$ cat src/verilog/pipe_pkg.sv
package pipe_pkg;

   // Datapath and register file sizes
   localparam int data_w   = 32;
   localparam int reg_id_w = 3;
   localparam int num_gprs = 8;
   localparam int instr_w  = 32;

   // Instruction word layout
   localparam int aluk_msb    = 31;
   localparam int aluk_lsb    = 29;
   localparam int dr_msb      = 28;
   localparam int dr_lsb      = 26;
   localparam int sr1_msb     = 25;
   localparam int sr1_lsb     = 23;
   localparam int sr2_msb     = 22;
   localparam int sr2_lsb     = 20;
   localparam int use_imm_bit = 19;
   localparam int imm_msb     = 15;
   localparam int imm_lsb     = 0;
   localparam int imm_w       = imm_msb - imm_lsb + 1;

   // Shift amount taken from the low bits of operand b
   localparam int shamt_w = 5;

   typedef enum logic [2:0] {
      aluk_add,
      aluk_sub,
      aluk_and,
      aluk_or,
      aluk_xor,
      aluk_shl,
      aluk_shr,
      aluk_mov
   } aluk_e;

   typedef struct packed {
      aluk_e                aluk;
      logic [reg_id_w-1:0]  dr;
      logic [reg_id_w-1:0]  sr1;
      logic [reg_id_w-1:0]  sr2;
      logic                 use_imm;
      logic [data_w-1:0]    imm;
      logic                 sr2_needed;
   } de_t;

   typedef struct packed {
      aluk_e                aluk;
      logic [reg_id_w-1:0]  dr;
      logic [data_w-1:0]    a;
      logic [data_w-1:0]    b;
   } ex_t;

   typedef struct packed {
      logic [reg_id_w-1:0]  dr;
      logic [data_w-1:0]    result;
   } wb_t;

endpackage

$ cat src/verilog/wb_if.sv
`timescale 1ns/1ps

interface wb_if;
   logic                          valid;
   logic [pipe_pkg::reg_id_w-1:0] dr;
   logic [pipe_pkg::data_w-1:0]   data;
   // Every current op writes a GPR, kept for future non-writing ops
   logic                          ld_gpr;

   modport source (output valid, output dr, output data, output ld_gpr);

   modport sink (input valid, input dr, input data, input ld_gpr);

   // Dependency check only needs the destination, not the data
   modport watch (input valid, input dr, input ld_gpr);
endinterface
$ cat src/verilog/decode_stage.sv
`timescale 1ns/1ps

module decode_stage (
   input  logic [pipe_pkg::instr_w-1:0] instr,
   output pipe_pkg::de_t                de
);

   always_comb begin
      de.aluk    = pipe_pkg::aluk_e'(instr[pipe_pkg::aluk_msb:pipe_pkg::aluk_lsb]);
      de.dr      = instr[pipe_pkg::dr_msb:pipe_pkg::dr_lsb];
      de.sr1     = instr[pipe_pkg::sr1_msb:pipe_pkg::sr1_lsb];
      de.sr2     = instr[pipe_pkg::sr2_msb:pipe_pkg::sr2_lsb];
      de.use_imm = instr[pipe_pkg::use_imm_bit];
      // Immediate is zero extended
      de.imm     = {{(pipe_pkg::data_w - pipe_pkg::imm_w){1'b0}},
                    instr[pipe_pkg::imm_msb:pipe_pkg::imm_lsb]};
      // Every op reads operand b, so sr2 is read unless the immediate replaces it
      de.sr2_needed = !de.use_imm;
   end

endmodule

$ cat src/verilog/execute_stage.sv
`timescale 1ns/1ps

module execute_stage (
   input  pipe_pkg::ex_t ex,
   output pipe_pkg::wb_t wb_next
);

   logic [pipe_pkg::shamt_w-1:0] shamt;

   assign shamt = ex.b[pipe_pkg::shamt_w-1:0];

   always_comb begin
      wb_next.dr     = ex.dr;
      wb_next.result = ex.b;
      case (ex.aluk)
         pipe_pkg::aluk_add: begin
            wb_next.result = ex.a + ex.b;
         end
         pipe_pkg::aluk_sub: begin
            wb_next.result = ex.a - ex.b;
         end
         pipe_pkg::aluk_and: begin
            wb_next.result = ex.a & ex.b;
         end
         pipe_pkg::aluk_or: begin
            wb_next.result = ex.a | ex.b;
         end
         pipe_pkg::aluk_xor: begin
            wb_next.result = ex.a ^ ex.b;
         end
         pipe_pkg::aluk_shl: begin
            wb_next.result = ex.a << shamt;
         end
         // Logical shift, zeros fill from the top
         pipe_pkg::aluk_shr: begin
            wb_next.result = ex.a >> shamt;
         end
         pipe_pkg::aluk_mov: begin
            wb_next.result = ex.b;
         end
         default: begin
            wb_next.result = ex.b;
         end
      endcase
   end

endmodule

$ cat src/verilog/operand_stage.sv
`timescale 1ns/1ps

module operand_stage (
   input  logic                          de_valid,
   input  pipe_pkg::de_t                 de,
   input  logic                          ex_valid,
   input  logic [pipe_pkg::reg_id_w-1:0] ex_dr,
   input  logic [pipe_pkg::data_w-1:0]   rd_data1,
   input  logic [pipe_pkg::data_w-1:0]   rd_data2,
   wb_if.watch                           wb,
   output logic [pipe_pkg::reg_id_w-1:0] rd_id1,
   output logic [pipe_pkg::reg_id_w-1:0] rd_id2,
   output pipe_pkg::ex_t                 ex_next,
   output logic                          stall
);

   logic wb_writes;
   logic sr1_hit;
   logic sr2_hit;

   assign rd_id1 = de.sr1;
   assign rd_id2 = de.sr2;

   // Operand b is either the immediate or the second source
   always_comb begin
      ex_next.aluk = de.aluk;
      ex_next.dr   = de.dr;
      ex_next.a    = rd_data1;
      ex_next.b    = de.use_imm ? de.imm : rd_data2;
   end

   // Every valid execute entry writes its dr
   assign wb_writes = wb.valid && wb.ld_gpr;

   assign sr1_hit = (ex_valid && (ex_dr == de.sr1)) ||
                    (wb_writes && (wb.dr == de.sr1));
   assign sr2_hit = (ex_valid && (ex_dr == de.sr2)) ||
                    (wb_writes && (wb.dr == de.sr2));

   // Wait until older writers have left writeback
   assign stall = de_valid && (sr1_hit || (de.sr2_needed && sr2_hit));

endmodule

$ cat src/verilog/pipe_latch.sv
`timescale 1ns/1ps

module pipe_latch #(
   parameter type payload_t = logic
) (
   input  logic     clk,
   input  logic     rst_n,
   input  logic     hold,
   input  logic     bubble,
   input  logic     in_valid,
   input  payload_t in_data,
   output logic     out_valid,
   output payload_t out_data
);

   // Valid bit, hold wins over bubble
   always_ff @(posedge clk) begin
      if (!rst_n) begin
         out_valid <= 1'b0;
      end else if (hold) begin
         out_valid <= out_valid;
      end else if (bubble) begin
         out_valid <= 1'b0;
      end else begin
         out_valid <= in_valid;
      end
   end

   // Payload only meaningful while out_valid is set
   always_ff @(posedge clk) begin
      if (!hold) begin
         out_data <= in_data;
      end
   end

endmodule

$ cat src/verilog/pipeline.sv
`timescale 1ns/1ps

module pipeline (
   input  logic                          clk,
   input  logic                          rst_n,
   input  logic                          instr_valid,
   input  logic [pipe_pkg::instr_w-1:0]  instr,
   output logic                          instr_ready,
   output logic                          wb_valid,
   output logic [pipe_pkg::reg_id_w-1:0] wb_dr,
   output logic [pipe_pkg::data_w-1:0]   wb_data
);

   pipe_pkg::de_t                 de_next;
   pipe_pkg::de_t                 de_q;
   logic                          de_valid;
   pipe_pkg::ex_t                 ex_next;
   pipe_pkg::ex_t                 ex_q;
   logic                          ex_valid;
   pipe_pkg::wb_t                 wb_next;
   pipe_pkg::wb_t                 wb_q;
   logic                          stall;
   logic [pipe_pkg::reg_id_w-1:0] rd_id1;
   logic [pipe_pkg::reg_id_w-1:0] rd_id2;
   logic [pipe_pkg::data_w-1:0]   rd_data1;
   logic [pipe_pkg::data_w-1:0]   rd_data2;

   wb_if wb_bus ();

   decode_stage u_decode_stage (.instr(instr), .de(de_next));

   // Decode latch holds its instruction during a stall
   pipe_latch #(.payload_t(pipe_pkg::de_t)) u_de_latch (
      .clk(clk), .rst_n(rst_n), .hold(stall), .bubble(1'b0),
      .in_valid(instr_valid), .in_data(de_next),
      .out_valid(de_valid), .out_data(de_q)
   );

   operand_stage u_operand_stage (
      .de_valid(de_valid), .de(de_q), .ex_valid(ex_valid), .ex_dr(ex_q.dr),
      .rd_data1(rd_data1), .rd_data2(rd_data2), .wb(wb_bus.watch),
      .rd_id1(rd_id1), .rd_id2(rd_id2), .ex_next(ex_next), .stall(stall)
   );

   register_file u_register_file (
      .clk(clk), .rst_n(rst_n), .rd_id1(rd_id1), .rd_id2(rd_id2),
      .rd_data1(rd_data1), .rd_data2(rd_data2), .wb(wb_bus.sink)
   );

   // Bubble into execute while the operand stage waits
   pipe_latch #(.payload_t(pipe_pkg::ex_t)) u_ex_latch (
      .clk(clk), .rst_n(rst_n), .hold(1'b0), .bubble(stall),
      .in_valid(de_valid), .in_data(ex_next),
      .out_valid(ex_valid), .out_data(ex_q)
   );

   execute_stage u_execute_stage (.ex(ex_q), .wb_next(wb_next));

   pipe_latch #(.payload_t(pipe_pkg::wb_t)) u_wb_latch (
      .clk(clk), .rst_n(rst_n), .hold(1'b0), .bubble(1'b0),
      .in_valid(ex_valid), .in_data(wb_next),
      .out_valid(wb_valid), .out_data(wb_q)
   );

   assign wb_bus.valid  = wb_valid;
   assign wb_bus.dr     = wb_q.dr;
   assign wb_bus.data   = wb_q.result;
   assign wb_bus.ld_gpr = wb_valid;

   assign instr_ready = !stall;
   assign wb_dr       = wb_q.dr;
   assign wb_data     = wb_q.result;

endmodule

$ cat src/verilog/register_file.sv
`timescale 1ns/1ps

module register_file (
   input  logic                          clk,
   input  logic                          rst_n,
   input  logic [pipe_pkg::reg_id_w-1:0] rd_id1,
   input  logic [pipe_pkg::reg_id_w-1:0] rd_id2,
   output logic [pipe_pkg::data_w-1:0]   rd_data1,
   output logic [pipe_pkg::data_w-1:0]   rd_data2,
   wb_if.sink                            wb
);

   logic [pipe_pkg::data_w-1:0] gpr [pipe_pkg::num_gprs];

   // Single write port driven by writeback
   always_ff @(posedge clk) begin
      if (!rst_n) begin
         for (int i = 0; i < pipe_pkg::num_gprs; i++) begin
            gpr[i] <= '0;
         end
      end else if (wb.valid && wb.ld_gpr) begin
         gpr[wb.dr] <= wb.data;
      end
   end

   // No write-through, the stall covers a pending write
   assign rd_data1 = gpr[rd_id1];
   assign rd_data2 = gpr[rd_id2];

endmodule

$ cat config.mk
export PLATFORM = sky130hd
export DESIGN_NAME = pipeline
export DESIGN_NICKNAME = d
export VERILOG_FILES = /design/src/verilog/pipe_pkg.sv /design/src/verilog/wb_if.sv /design/src/verilog/decode_stage.sv /design/src/verilog/execute_stage.sv /design/src/verilog/operand_stage.sv /design/src/verilog/pipe_latch.sv /design/src/verilog/pipeline.sv /design/src/verilog/register_file.sv
export SDC_FILE = /design/constraint.sdc
export NUM_CORES = 1
export LEC_CHECK = 0
export BUFFER_PORTS_ARGS = -buffer_cell sky130_fd_sc_hd__buf_4
export CAP_MARGIN = 20
export CORE_MARGIN = 3
export CORE_UTILIZATION = 58
export DETAILED_ROUTE_END_ITERATION = 16
export PLACE_DENSITY = 0.76
export SKIP_LAST_GASP = 1
export SLEW_MARGIN = 20
export SYNTH_ARGS = -nofsm -noshare
export SYNTH_HDL_FRONTEND = slang
export SYNTH_SLANG_ARGS = --single-unit
$ cat constraint.sdc
create_clock -name clk -period 3.65 [get_ports clk]
set_clock_uncertainty 0.2 [all_clocks]
set_input_delay 0.365 -clock clk [delete_from_list [all_inputs] [get_ports clk]]
set_output_delay 0.365 -clock clk [all_outputs]
set_load 0.02 [all_outputs]
* Word level (Yosys, flattened, before mapping)
Memory sizes are Yosys's and may differ from the RTL's. A register that Yosys moved wholly into a read port is not among the register bits. Cells that the tools add are included.
Storage, ports and cells: flip-flop bits (word level) 106, logic and storage cells 60, input port bits 35, memories kept 1, RAM bits 256
Operators by class: multiplexer cells 10, equality and inequality tests 11, bitwise operators 4, shift-type cells 2, add/subtract/negate cells 2, reduce and logical (&&, ||, !) cells 14
Memory list:
- u_register_file.gpr | words 8, width 32, rd ports 2, clocked after Yosys merged registers in 2, write ports 8, RTL line register_file.sv:13 | logic [pipe_pkg::data_w-1:0] gpr [pipe_pkg::num_gprs];
Operators with widths (count):
- 32-bit one-hot mux with 8 select lines | 1
- 32-bit adder | 1
- 32-bit bitwise AND | 1
- 32-bit two-way mux | 1
- 32-bit OR | 1
- 32-bit OR reduction | 1
- 32-bit by 5-bit << shifter with 32-bit output | 1
- 32-bit by 5-bit >> shifter with 32-bit output | 1
- 32-bit subtractor | 1
- 32-bit XOR | 1
- 16-bit two-way mux | 1
- 3-bit == test | 4
- 3-bit == test (second input constant) | 4
- 3-bit by 2-bit == test with 1-bit output (second input constant) | 2
- 1-bit logical AND | 6
- 3-bit two-way mux | 2
- 1-bit two-way mux | 5
- 3-bit by 1-bit == test with 1-bit output (second input constant) | 1
- 3-bit zero test | 1
- 1-bit logical OR | 3
- 1-bit zero test | 2
- 2-bit OR reduction | 1
- 1-bit NOT | 1

* Depth between registers and ports, before layout
depth in word-level cells 7, depth in mapped cells 18, mapped depth without buffers 15

* By module
Synthesis repeated with hierarchy kept, for this count alone.
Unflattened totals: cell total of the unflattened synthesis 2277, area, all modules 27278.7 um^2
Modules (own cells, without submodules):
- register_file | instances 1, sequential area each 7687.4 um^2, cells an instance 843, area an instance 13553.0 um^2
- execute_stage | instances 1, sequential area each 0.0 um^2, cells an instance 1122, area an instance 7840.0 um^2
- pipe_latch at u_ex_latch | instances 1, sequential area each 2122.0 um^2, cells an instance 74, area an instance 2144.6 um^2
- pipe_latch at u_de_latch | instances 1, sequential area each 1401.3 um^2, cells an instance 50, area an instance 1423.9 um^2
- pipe_latch at u_wb_latch | instances 1, sequential area each 1071.0 um^2, cells an instance 39, area an instance 1093.5 um^2
- operand_stage | instances 1, sequential area each 0.0 um^2, cells an instance 100, area an instance 870.8 um^2
- decode_stage | instances 1, sequential area each 0.0 um^2, cells an instance 47, area an instance 345.3 um^2
- pipeline | instances 1, sequential area each 0.0 um^2, cells an instance 2, area an instance 7.5 um^2

* Least setup slack after synthesis
No wires, ideal clock.
kind flip-flop to flip-flop, from reg u_wb_latch.out_data[33] (netlist bit), to mem u_register_file.gpr[2][0] (netlist bit), enable pin, setup slack -146 ps, setup time 466 ps, data arrival time 3130 ps, clock period less this slack 3796 ps, stages on the path, launching flop included 4, path through dfxtp_1 -> clkbuf_1 -> nand2b_1 -> o21ai_0
RTL lines:
- from (decl) | RTL line pipe_latch.sv:13 | output payload_t out_data
- from (signal assigned) | RTL line pipe_latch.sv:32 | out_data <= in_data;
- to (decl) | RTL line register_file.sv:13

==> key figures <==
Worst hold path
  • Hold path start: rst_n
  • Hold EP: u_wb_latch.out_valid$_SDFF_PN0_
  • Hold path cells: 2
  • Min-Delay Path Class: primary input to register

Worst setup path
  • WP buf/inv: 4
  • Crit. End Element: register
  • Slowest cell on crit path: or4_4
  • Reg2reg start: u_ex_latch.out_data[16]$_SDFF_PP0_
  • Max stage delay on crit path: 550 ps
  • R2r endpoint: u_wb_latch.out_data[26]$_DFF_P_
  • Worst setup path category: register to register
  • Startpoint type of the worst setup path: register
  • Critical Path RT: roughly 3900 ps
  • CP cell instances: or4_4 > nand4b_1 > nor3_4 > buf_6 > a31oi_4 > xnor2_1 > ha_1 > and3_4 > nand2_4 > buf_6 > buf_4 > buf_4 > and4_1 > nor4_2 > o211ai_1
  • Top Family by Delay on Critical Path: simple AND/OR/NAND/NOR gates
  • Crit-path max FO: 4
  • R2R setup slack: -20 ps
  • R2R cell count: 15
  • Worst endpoint data arrival time: just under 4000 ps

Floorplan
  • Initial Util: 0.5905
  • Die Span Y: 213.1 um
  • Chip width: 213.1 um
  • Die Area: 0.04542 mm2
  • Cell Rows: 75
  • Core area: between 0.04 and 0.05 mm2
  • Ports: 72

Detailed routing
  • DR iter-0 viols: between 2000 and 3000
  • Final ANT Viol Nets: 0
  • DR pass1 iterations: 6
  • Via-per-instance ratio: between 6 and 7
  • Post-DR wirelength/cell: 28.05 um
  • DRC Markers: 0
  • Via Count: just under 20000
  • Post-Route WL: 81180 um

Synthesis
  • Cell Area, Synth: around 0.025 mm2
  • Flops & latches, synth: 397
  • Post-synth ARST share: 0
  • Largest cells by area after synthesis: edfxtp_1 35%, mux4_2 17%, dfxtp_1 8.9%
  • Synth cell count leaders: 286 x edfxtp_1, 265 x and2_1, 184 x mux4_2, 160 x nor2_1, 111 x dfxtp_1
  • Most frequent cell after synthesis: edfxtp_1
  • Total number of yosys warnings: 0
  • Synth top area share: 0.3452
  • Share of the yosys chip area belonging to registers: 0.4345
  • Post-synth EDFFs: about 290
  • Post-synth top flop: edfxtp_1
  • Area leader, netlist: edfxtp_1
  • Synth cell types: 75
  • Gate count of the mapped netlist: 2108
  • Syn_nets: 2241
  • Syn_area_per_cell: around 12 um2

Layout
  • Area Overhead vs Synth: 18.32%
  • Final Cell Area: 0.02944 mm2
  • Fillers: about 2900
  • ANT cells: 0
  • Share of layout cells above drive strength 1: 0.2917
  • NumNets Final: roughly 2500

Status
  • Violations in the final reports: negative setup slack
  • Status: finished with violations

Clocking
  • CTS Buffer Depth: 3
  • Clk sink count: between 300 and 400
  • Worst skew pair latency: between 500 and 600 ps
  • Total CTS buffers: 41
  • Clk root buf: clkbuf_16
  • Clock slew at reported path FFs: roughly 70 ps
  • H-Tree Depth: 2
  • CTS tree: yes

Global route
  • GRT Util Overall: 0.3606
  • First-pass GRT wire length: around 120000 um
  • Vias in the first global route: around 19000
  • Congestion Overflow GR: 0
  • Pin count of the biggest net entering global routing: 67
  • Number of antenna violations at the first check in global routing: 1

Timing
  • Final setup vio count: 1
  • Relative slew slack: 0.3025
  • Fmax achieved: ~270 MHz
  • Final Max Slew Viols: 0
  • Setup WS post-layout: -16.84 ps
  • Final Critical Period: ~3700 ps
  • RSZ-0062 raised after global routing: yes
  • Final worst path period share: 1.005
  • Slew @ Worst Pin: slightly above 1000 ps
  • Hold Vio Cnt, Final: 0

Placement
  • Port Buffers: just under 70
  • Routability Congestion: 1.063
  • Pre-CTS setup slack: -298.0 ps
  • DP Wirelength: between 50000 and 60000 um
  • DP Area: around 0.027 mm2

Job
  • Max-cap violations: 0

Power and ir drop
  • Pwr/cell area: 475.0 mW/mm2
  • Maximum vdd drop: slightly above 0.5 mV
  • Leakage power: roughly 12 nW
sequential cells by signal, summed over array words and instances (netlist names), named ones only:
signal                cells
u_de_latch.out_data      30
u_de_latch.out_valid      1
u_ex_latch.out_data      70
u_ex_latch.out_valid      1
u_register_file.gpr     256
u_wb_latch.out_data      35
u_wb_latch.out_valid      1
repair_timing:
action	CTS	global route
buffers inserted	8	6
resized for setup	54	48
cloned	0	0
hold buffers	31	0
setup endpoints to repair	15	19
pin swaps	33	44
hold endpoints to repair	34	0
stage by stage:
stage / total power [mW] / util / hold WS, ps / cells / setup TNS, ps
final: 13.98 / 0.6986 / 43.46 / 2894 / -16.84
after global routing: 14.45 / 0.6986 / 29.76 / 2894 / -1116
after CTS: 13.80 / 0.6924 / 26.17 / 2888 / -1495
after detailed placement: 9.328 / 0.6445 / 131.9 / 2773 / -2848
after global placement: 9.268 / 0.6445 / 123.3 / 2773 / -2959
after floorplan: 7.727 / - / 123.3 / 2108 / -17110
cell usage in the layout (no fill, tap or decap), drive strengths merged, types with 15 or more instances in the layout:
cell type,n
mux4,194
mux2,42
o22ai,21
buf,284
mux2i,71
xnor2,54
clkbuf,54
dfxtp,111
nor2,160
a22oi,29
edfxtp,286
o21a,15
nor3,24
a21oi,110
nand2,98
a31oi,15
o21ai,94
dlygate4sd3,31
and2,265
ha,97
inv,85
area by class of cell:
type	count	area [um2]	share of cell area
multi-input cells	1485	13660	0.4641
clock inverters	22	279.0	0.009479
repair buffers	315	2536	0.08616
flip-flops and latches	397	10830	0.3679
clock buffers	54	1145	0.03889
well taps	539	674.4	0.02291
inverters	82	310.3	0.01054
cells by family (layout without fill, tap and decap cells):
| family | count (synthesis) | after routing | share of synthesized area |
|---|---|---|---|
| AOI/OAI and AO/OA | 397 | 397 | 0.1021 |
| xor gates and xnor gates | 60 | 60 | 0.02112 |
| adders and majority gates | 98 | 98 | 0.04959 |
| buffers and inverters | 226 | 473 | 0.03762 |
| DFF | 397 | 397 | 0.4345 |
| muxes | 307 | 307 | 0.2247 |
| and+or+nand+nor | 623 | 623 | 0.1304 |
how the worst max path moves through the flow:
stage,slack [ps],from,endpoint,depth (start not counted)
finish,-20,u_ex_latch.out_data[16]$_SDFF_PP0_,u_wb_latch.out_data[26]$_DFF_P_,15
global route,-130,u_ex_latch.out_data[16]$_SDFF_PP0_,u_wb_latch.out_data[29]$_DFF_P_,14
CTS,-170,u_ex_latch.out_data[7]$_DFF_P_,u_wb_latch.out_data[26]$_DFF_P_,20
detailed placement,-300,u_ex_latch.out_data[8]$_DFF_P_,u_wb_latch.out_data[23]$_DFF_P_,17
global placement,-360,u_ex_latch.out_data[8]$_DFF_P_,u_wb_latch.out_data[23]$_DFF_P_,17
floorplan,-130,u_wb_latch.out_data[32]$_DFF_P_,u_register_file.gpr[3][0]$_SDFFCE_PN0P_,3
power by group:
group / leakage, nW / internal [mW] / total [mW] / switching, mW
Sequential: 3.89 / 5.12 / 5.69 / 0.569
Combinational: 6.97 / 1.75 / 3.87 / 2.13
Clock: 0.698 / 2.59 / 4.42 / 1.82
routing by layer:
metal | vias up | share of wire | global-route usage
met2 | 1216 | 0.46 | 0.5670
li1 | 8410 | - | -
met3 | 218 | 0.10 | 0.05157
met5 | - | 0.00016 | 0
met4 | 2 | 0.050 | 0.1578
met1 | 9740 | 0.39 | 0.5062
No activity file was read; power rests on OpenSTA's default activity.
